===== src/verilog/chipReg_config.svh =====
/*
 * Build-time settings for the chip register bridge
 * Register window placement, CPU address width, write posting
 */
`ifndef CHIPREG_CONFIG_SVH
`define CHIPREG_CONFIG_SVH

// CPU word address width, 16-bit words
`define CPU_ADDR_W 23

// Custom chip window, byte address 0xDFF000 as a word address
`define CHIP_REG_BASE 23'h6FF800

// Number of 16-bit registers decoded in the window
`define CHIP_REG_WORDS 256

// 1 acks writes at capture, 0 waits for the end of the chipset cycle
`define POSTED_WRITES 1

`endif


===== src/verilog/chipRegPkg.sv =====
/*
 * Shared types of the chip register bridge
 * Address and data vectors, request struct, 68000 cycle states
 */
`include "chipReg_config.svh"

package chipRegPkg;

    ////////////////////////////////////////////////////////////
    // Vector types
    ////////////////////////////////////////////////////////////

    // CPU side word address
    typedef logic [`CPU_ADDR_W-1:0] cpuAddrT;

    // Register offset as a byte address, bit 0 always zero
    typedef logic [8:0] regAddrT;

    // One chipset register word
    typedef logic [15:0] regDataT;

    ////////////////////////////////////////////////////////////
    // Request handed from decode to the sequencer
    ////////////////////////////////////////////////////////////

    typedef struct packed {
        regAddrT addr;
        regDataT wdata;
        // High for a read
        logic    rnw;
    } regReqT;

    ////////////////////////////////////////////////////////////
    // MC68000 bus states, one C3 edge per half state
    ////////////////////////////////////////////////////////////

    // S3 and S6 have no action of their own here and are folded away
    typedef enum logic [2:0] {
        IDLE = 3'd0,
        S1   = 3'd1,
        S2   = 3'd2,
        S4   = 3'd3,
        S5   = 3'd4,
        S7   = 3'd5
    } cycStateT;

endpackage


===== src/verilog/chipRegBridge.sv =====
/*
 * Wishbone to custom chip register bridge top level
 * Decode, cycle sequencer and data path stages
 */
module chipRegBridge (
    input  logic                C3,
    input  logic                RESETn,
    // Wishbone classic slave
    input  logic                cyc,
    input  logic                stb,
    input  logic                we,
    input  chipRegPkg::cpuAddrT adr,
    input  chipRegPkg::regDataT datW,
    output logic                ack,
    output logic                err,
    output chipRegPkg::regDataT datR,
    // Custom chip register bus
    output logic                regEnN,
    output logic                asN,
    output logic                dsEn,
    output chipRegPkg::regAddrT chipAddr,
    output chipRegPkg::regDataT chipDataOut,
    output logic                chipDataOe,
    input  chipRegPkg::regDataT chipDataIn,
    input  logic                dbrN
);
    import chipRegPkg::*;

    // Decode to sequencer
    logic    reqValid;
    logic    reqTake;
    regReqT  req;
    // Sequencer to data path
    regDataT wrData;
    logic    rnw;
    logic    latchRead;
    // Data path back to decode
    logic    rdAck;
    regDataT rdData;

    regDecode decode0 (
        .C3(C3), .RESETn(RESETn),
        .cyc(cyc), .stb(stb), .we(we), .adr(adr), .datW(datW),
        .reqTake(reqTake), .rdAck(rdAck), .rdData(rdData),
        .ack(ack), .err(err), .datR(datR),
        .reqValid(reqValid), .req(req)
    );

    regCycleSm cycleSm0 (
        .C3(C3), .RESETn(RESETn),
        .reqValid(reqValid), .req(req), .dbrN(dbrN),
        .reqTake(reqTake), .regEnN(regEnN), .asN(asN), .dsEn(dsEn),
        .chipAddr(chipAddr), .wrData(wrData), .rnw(rnw), .latchRead(latchRead)
    );

    regDataPath dataPath0 (
        .C3(C3), .RESETn(RESETn),
        .regEnN(regEnN), .dsEn(dsEn), .rnw(rnw), .wrData(wrData),
        .latchRead(latchRead), .chipDataIn(chipDataIn),
        .chipDataOut(chipDataOut), .chipDataOe(chipDataOe),
        .rdAck(rdAck), .rdData(rdData)
    );

endmodule


===== src/verilog/regCycleSm.sv =====
/*
 * MC68000 compatible register cycle sequencer
 * dbrN synchronizer, S4 wait states, early read latch at S5
 */
module regCycleSm (
    input  logic                C3,
    input  logic                RESETn,
    input  logic                reqValid,
    input  chipRegPkg::regReqT  req,
    input  logic                dbrN,
    output logic                reqTake,
    output logic                regEnN,
    output logic                asN,
    output logic                dsEn,
    output chipRegPkg::regAddrT chipAddr,
    output chipRegPkg::regDataT wrData,
    output logic                rnw,
    output logic                latchRead
);
    import chipRegPkg::*;

    cycStateT   state;
    // Request owned by the running bus cycle
    regReqT     curReq;
    logic [1:0] dbrSync;
    logic       dmaFree;

    ////////////////////////////////////////////////////////////
    // DMA request synchronizer
    ////////////////////////////////////////////////////////////

    // Two flops, idle value is no request
    always_ff @(posedge C3) begin
        if (!RESETn) begin
            dbrSync <= 2'b11;
        end else begin
            dbrSync <= {dbrSync[0], dbrN};
        end
    end

    assign dmaFree = dbrSync[1];

    ////////////////////////////////////////////////////////////
    // Request hand-off
    ////////////////////////////////////////////////////////////

    // Pulses in the last IDLE cycle
    assign reqTake = (state == IDLE) && reqValid;

    // Registered as the cycle enters S1
    always_ff @(posedge C3) begin
        if (reqTake) begin
            curReq <= req;
        end
    end

    assign chipAddr = curReq.addr;
    assign wrData   = curReq.wdata;
    assign rnw      = curReq.rnw;

    ////////////////////////////////////////////////////////////
    // 68000 state sequence
    ////////////////////////////////////////////////////////////

    always_ff @(posedge C3) begin
        if (!RESETn) begin
            state  <= IDLE;
            regEnN <= 1'b1;
            asN    <= 1'b1;
            dsEn   <= 1'b0;
        end else begin
            case (state)
                IDLE: begin
                    if (reqValid) begin
                        // S1, register space select
                        regEnN <= 1'b0;
                        state  <= S1;
                    end
                end
                S1: begin
                    // S2, address strobe; reads open the buffers early
                    asN   <= 1'b0;
                    dsEn  <= curReq.rnw;
                    state <= S2;
                end
                S2: begin
                    // S4, data strobe for both directions
                    dsEn  <= 1'b1;
                    state <= S4;
                end
                S4: begin
                    // Wait states while Agnus owns the bus
                    if (dmaFree) begin
                        state <= S5;
                    end
                end
                S5: begin
                    // S7, end of cycle, read data already latched
                    asN    <= 1'b1;
                    regEnN <= 1'b1;
                    dsEn   <= 1'b0;
                    state  <= S7;
                end
                S7: begin
                    state <= IDLE;
                end
                default: begin
                    state <= IDLE;
                end
            endcase
        end
    end

    // Early read latch, as the original machines do
    assign latchRead = (state == S5) && curReq.rnw;

    ////////////////////////////////////////////////////////////
    // Bus protocol checks
    ////////////////////////////////////////////////////////////

    asInsideRegEn: assert property (@(posedge C3) disable iff (!RESETn) !asN |-> !regEnN);

    dsIdleLow: assert property (@(posedge C3) disable iff (!RESETn) (state == IDLE) |-> !dsEn);

endmodule


===== src/verilog/regDataPath.sv =====
/*
 * Chipset data buffers
 * Write data drive, S5 read latch, response pulse to decode
 */
`include "chipReg_config.svh"

module regDataPath (
    input  logic                C3,
    input  logic                RESETn,
    input  logic                regEnN,
    input  logic                dsEn,
    input  logic                rnw,
    input  chipRegPkg::regDataT wrData,
    input  logic                latchRead,
    input  chipRegPkg::regDataT chipDataIn,
    output chipRegPkg::regDataT chipDataOut,
    output logic                chipDataOe,
    output logic                rdAck,
    output chipRegPkg::regDataT rdData
);

    localparam bit PostWr = (`POSTED_WRITES != 0);

    // regEnN one cycle back, for the end of cycle edge
    logic regEnNd;
    logic wrDone;

    ////////////////////////////////////////////////////////////
    // Write buffer
    ////////////////////////////////////////////////////////////

    // Drive only inside a write data strobe
    assign chipDataOe = !regEnN && dsEn && !rnw;

    // Stable from S2 on, strobe opens at S4
    always_ff @(posedge C3) begin
        chipDataOut <= wrData;
    end

    ////////////////////////////////////////////////////////////
    // Read latch and response
    ////////////////////////////////////////////////////////////

    // Unposted writes complete when regEnN returns high at S7
    assign wrDone = !PostWr && !rnw && regEnN && !regEnNd;

    always_ff @(posedge C3) begin
        if (!RESETn) begin
            rdAck   <= 1'b0;
            regEnNd <= 1'b1;
        end else begin
            rdAck   <= latchRead || wrDone;
            regEnNd <= regEnN;
        end
    end

    // Sampled at the S5 to S7 edge
    always_ff @(posedge C3) begin
        if (latchRead) begin
            rdData <= chipDataIn;
        end
    end

endmodule


===== src/verilog/regDecode.sv =====
/*
 * Wishbone classic slave front stage
 * Window decode, error response, one-entry request buffer
 * Posted write ack and read data return
 */
`include "chipReg_config.svh"

module regDecode (
    input  logic                C3,
    input  logic                RESETn,
    input  logic                cyc,
    input  logic                stb,
    input  logic                we,
    input  chipRegPkg::cpuAddrT adr,
    input  chipRegPkg::regDataT datW,
    input  logic                reqTake,
    input  logic                rdAck,
    input  chipRegPkg::regDataT rdData,
    output logic                ack,
    output logic                err,
    output chipRegPkg::regDataT datR,
    output logic                reqValid,
    output chipRegPkg::regReqT  req
);
    import chipRegPkg::*;

    localparam bit PostWr = (`POSTED_WRITES != 0);

    cpuAddrT offset;
    logic    inWin;
    logic    newStb;
    logic    capture;
    logic    needResp;
    // Master is parked waiting for rdAck
    logic    respPend;

    ////////////////////////////////////////////////////////////
    // Window decode
    ////////////////////////////////////////////////////////////

    assign offset = adr - cpuAddrT'(`CHIP_REG_BASE);
    assign inWin  = (adr >= cpuAddrT'(`CHIP_REG_BASE)) && (offset < `CHIP_REG_WORDS);

    // Strobe not yet answered or captured
    assign newStb  = cyc && stb && !ack && !err && !respPend;
    // Back-pressure while the buffer is full
    assign capture = newStb && inWin && !reqValid;
    // Reads always, writes only when not posted
    assign needResp = !we || !PostWr;

    always_ff @(posedge C3) begin
        if (!RESETn) begin
            ack      <= 1'b0;
            err      <= 1'b0;
            reqValid <= 1'b0;
            respPend <= 1'b0;
        end else begin
            // Outside the window, answer with err and start nothing
            err <= newStb && !inWin;
            ack <= (capture && !needResp) || (respPend && rdAck);

            if (capture) begin
                reqValid <= 1'b1;
            end else if (reqTake) begin
                reqValid <= 1'b0;
            end

            if (capture && needResp) begin
                respPend <= 1'b1;
            end else if (rdAck) begin
                respPend <= 1'b0;
            end
        end
    end

    // Request payload, byte offset for the chipset
    always_ff @(posedge C3) begin
        if (capture) begin
            req.addr  <= regAddrT'({offset[7:0], 1'b0});
            req.wdata <= datW;
            req.rnw   <= !we;
        end
        if (rdAck) begin
            datR <= rdData;
        end
    end

    // One response per strobe
    ackErrExcl: assert property (@(posedge C3) disable iff (!RESETn) !(ack && err));

endmodule

===== config.mk =====
export PLATFORM = sky130hd
export DESIGN_NAME = chipRegBridge
export DESIGN_NICKNAME = d
export VERILOG_FILES = /design/src/verilog/chipRegPkg.sv /design/src/verilog/chipRegBridge.sv /design/src/verilog/regCycleSm.sv /design/src/verilog/regDataPath.sv /design/src/verilog/regDecode.sv
export VERILOG_INCLUDE_DIRS = /design/src /design/src/verilog
export SDC_FILE = /design/constraint.sdc
export NUM_CORES = 1
export LEC_CHECK = 0
export BUFFER_PORTS_ARGS = -buffer_cell sky130_fd_sc_hd__buf_2
export CAP_MARGIN = 0
export CORE_ASPECT_RATIO = 1.1
export CORE_UTILIZATION = 49
export DETAILED_ROUTE_END_ITERATION = 10
export PLACE_DENSITY = 0.73
export RECOVER_POWER = 25
export SETUP_SLACK_MARGIN = 0.05
export SLEW_MARGIN = 20
export SYNTH_ARGS = -nofsm -noshare
export SYNTH_HDL_FRONTEND = slang
export SYNTH_SLANG_ARGS = --single-unit

===== constraint.sdc =====
create_clock -name C3 -period 3.1 [get_ports C3]
set_clock_uncertainty 0.15 [all_clocks]
set_input_delay 0.155 -clock C3 [delete_from_list [all_inputs] [get_ports C3]]
set_output_delay 0.155 -clock C3 [all_outputs]
set_load 0.02 [all_outputs]

==> flow_summary.ini <==
[timing]
fmax_ghz = 0.469
tns_ns = 0
hold_viol_final = 0
fin_crit_ns = 2.13
final-setup-viol-count = 0
min_period_over_period_pct = 68.7
slew_viol_final = 0
maxSlewHeadroom_pct = 48.2
tightestPinTransition_ns = 0.775
rsz0062_at_grt = no
holdWs_ns = 0.0614

[setup_path]
arrival_ns = 2.02
slowest_delay_ns = 0.62
startpoint_type = flop
crit_required_ns = 2.99
worst-path-max-fanout = 25
worst_setup_path_end_kind = flop
crit_buf_inv = 1
slowest_stage = nor4b_1
cpLargestDelayFamily = simple AND/OR/NAND/NOR gates
worstSetupPathType = reg -> reg
cp_cell_sequence = nor4b_1 > nand2_1 > nor3_4 > buf_4
rrSetupSlack_ns = 0.97

[global_routing]
grt_pass1_wl_mm = 8.94
grt_max_degree = 26
gr-total-overflow = 0
track_usage_pct = 17.8
first_global_vias = 1995
grt_antenna_before_repair = 0

[logic_synthesis]
yosysTopAreaCell = edfxtp_1
synth.area.top_cells = edfxtp_1 73%, dfxtp_1 17%, nor2_1 0.78%
netlist_top_cells_count = 82 x edfxtp_1, 29 x dfxtp_1, 7 x nor2_1
syn_nets = 230
synth_top_area_share_pct = 72.7
syn_inst = 169
ys_async_sr_fraction_pct = 0
ys_types = 31
synth_most_common_cell = edfxtp_1
seq_area_frac_synth_pct = 89.8
ys_warn_count = 0
syn-mean-instance-area_sq_um = 20.0
synth_flop_cell = edfxtp_1
ys_ff_latch = 111
synth_edf_count = 82
synth_area_sq_um = 3390

[drt]
routed_wl_mm = 6.08
ant_nets = 0
vias = 1980
drt_first_iter_violations = 104
drc = 0
drt_pre_antenna_iters = 4
viasPerCell = 4.76
wl_per_cell_um = 14.6

[power_and_ir_drop]
p_leak_nw = 1.79
vdd_drop_max_mv = 0.349
p_per_area_nw_per_um2 = 540

[cells_and_area]
utilization_pct = 70.6
num_antenna_cells = 0
final_cells = 416
drive_above_1_share_pct = 38.6
fillers = 419
regArea_sq_um = 3040
nets = 390
area_delta_synth_final_pct = 38.2
multi_input_area_sq_um = 327

[status]
outcome = completed

[floorplan]
fp.dieW_um = 81.3
start_util_pct = 51.1
fp.dieH_um = 89.2
dieArea_sq_um = 7250
core_area_sq_um = 6630
rows = 31
io_pins = 108

[placement]
gp_congestion = 0.780
place_inst = 355
dpl.hpwl_mm = 3.64
portBuffers = 106

[cts]
clock_latency_ns = 0.36
numCtsBuffers = 9
cts_tree = done
clockBufferDepth = 2
cts-root-buf = clkbuf_8
clk_pin_slew_ns = 0.09
htree_levels = 3
clock_sinks = 111

[run]
cap_violations = 0

[hold_path]
hp-class = in -> reg
[worst min-delay path, cell delays in order]
cell and delay (ns):
buf_2 0.07, or4b_1 0.09, or4_4 0.15, o21ai_1 0.07
[registers in the layout, summed over array words and instances (netlist names)]
name and count:
cycleSm0.dsEn 1, decode0.datR 16, decode0.req 25, dataPath0.rdAck 1, decode0.err 1, dataPath0.chipDataOut 16
decode0.reqValid 1, decode0.respPend 1, cycleSm0.rnw 1, cycleSm0.regEnN 1, cycleSm0.chipAddr 8, decode0.ack 1
cycleSm0.asN 1, cycleSm0.wrData 16, cycleSm0.state 3, cycleSm0.dbrSync 2, dataPath0.rdData 16
[path summary, 6_finish.rpt]
check | endpoint | start | cells after the start
min reg2reg | dataPath0.chipDataOut[12] | cycleSm0.wrData[12] | 0
min | decode0.reqValid | adr[10] | 4
max reg2reg | decode0.req[1] | decode0.respPend | 4
max | decode0.req[1] | decode0.respPend | 4
[cell type report]
class / instances / area share, %
Tap cell: 82 / 2.19
Timing Repair Buffer: 153 / 21.3
Clock buffer: 10 / 3.18
Sequential cell: 111 / 65.0
Clock inverter: 6 / 1.23
Inverter: 2 / 0.160
Multi-Input combinational cell: 52 / 6.97
[metrics by stage]
stage / total power (W) / cell area (sq um) / setup WS [ns]
4_1_cts: 0.00255 / 4680 / 1.04
3_5_place_dp: 0.00167 / 4030 / 0.760
6_report: 0.00253 / 4680 / 0.970
2_1_floorplan: 0.00163 / 3390 / 0.259
3_3_place_gp: 0.00166 / 4030 / 0.778
5_1_grt: 0.00261 / 4680 / 0.864
[cells by family (layout without fill, tap and decap cells)]
logic type	count (synthesis)	count (layout)	synth area share, %
other	1	1	0.111
buffers and inverters	6	171	0.776
AO/OA/AOI/OAI	11	11	2.03
AND/OR/NAND/NOR	40	40	7.24
flip-flops	111	111	89.8
[routing by layer]
layer  GRT usage [%]  up-vias  routed length [um]
met5               0        -                   0
met4            9.25        0                 146
met3            6.94       15                 441
met2            30.7       94                3210
met1            18.6      913                2280
li1                -      958                   -
[repair_timing]
item	CTS	global route
buffers inserted	0	0
gates resized for setup	0	0
endpoints found under the setup margin	0	0
hold buffers	45	0
endpoints found under the hold margin	51	0
[placed cells by master, fill, tap and decap left out, types with 2 or more instances in the layout]
cell / n
inv_6: 2
o21ai_0: 2
nor3b_1: 2
a21oi_1: 2
dlygate4sd3_1: 45
nand4_1: 4
nand3_1: 4
dfxtp_1: 29
buf_2: 106
clkinv_4: 2
edfxtp_1: 82
nand2b_1: 4
nand3b_1: 3
o21ai_1: 3
buf_4: 2
nor2_1: 6
nand2_1: 5
clkbuf_8: 9
inv_1: 2
[report_power, final]
part,internal [W],total (W),switching (W)
clock,0.000357,0.000850,0.000493
combinational,0.0000671,0.0000970,0.0000299
sequential,0.00158,0.00158,0.000000621
total,0.00201,0.00253,0.000523
No activity file was read; power rests on OpenSTA's default activity.
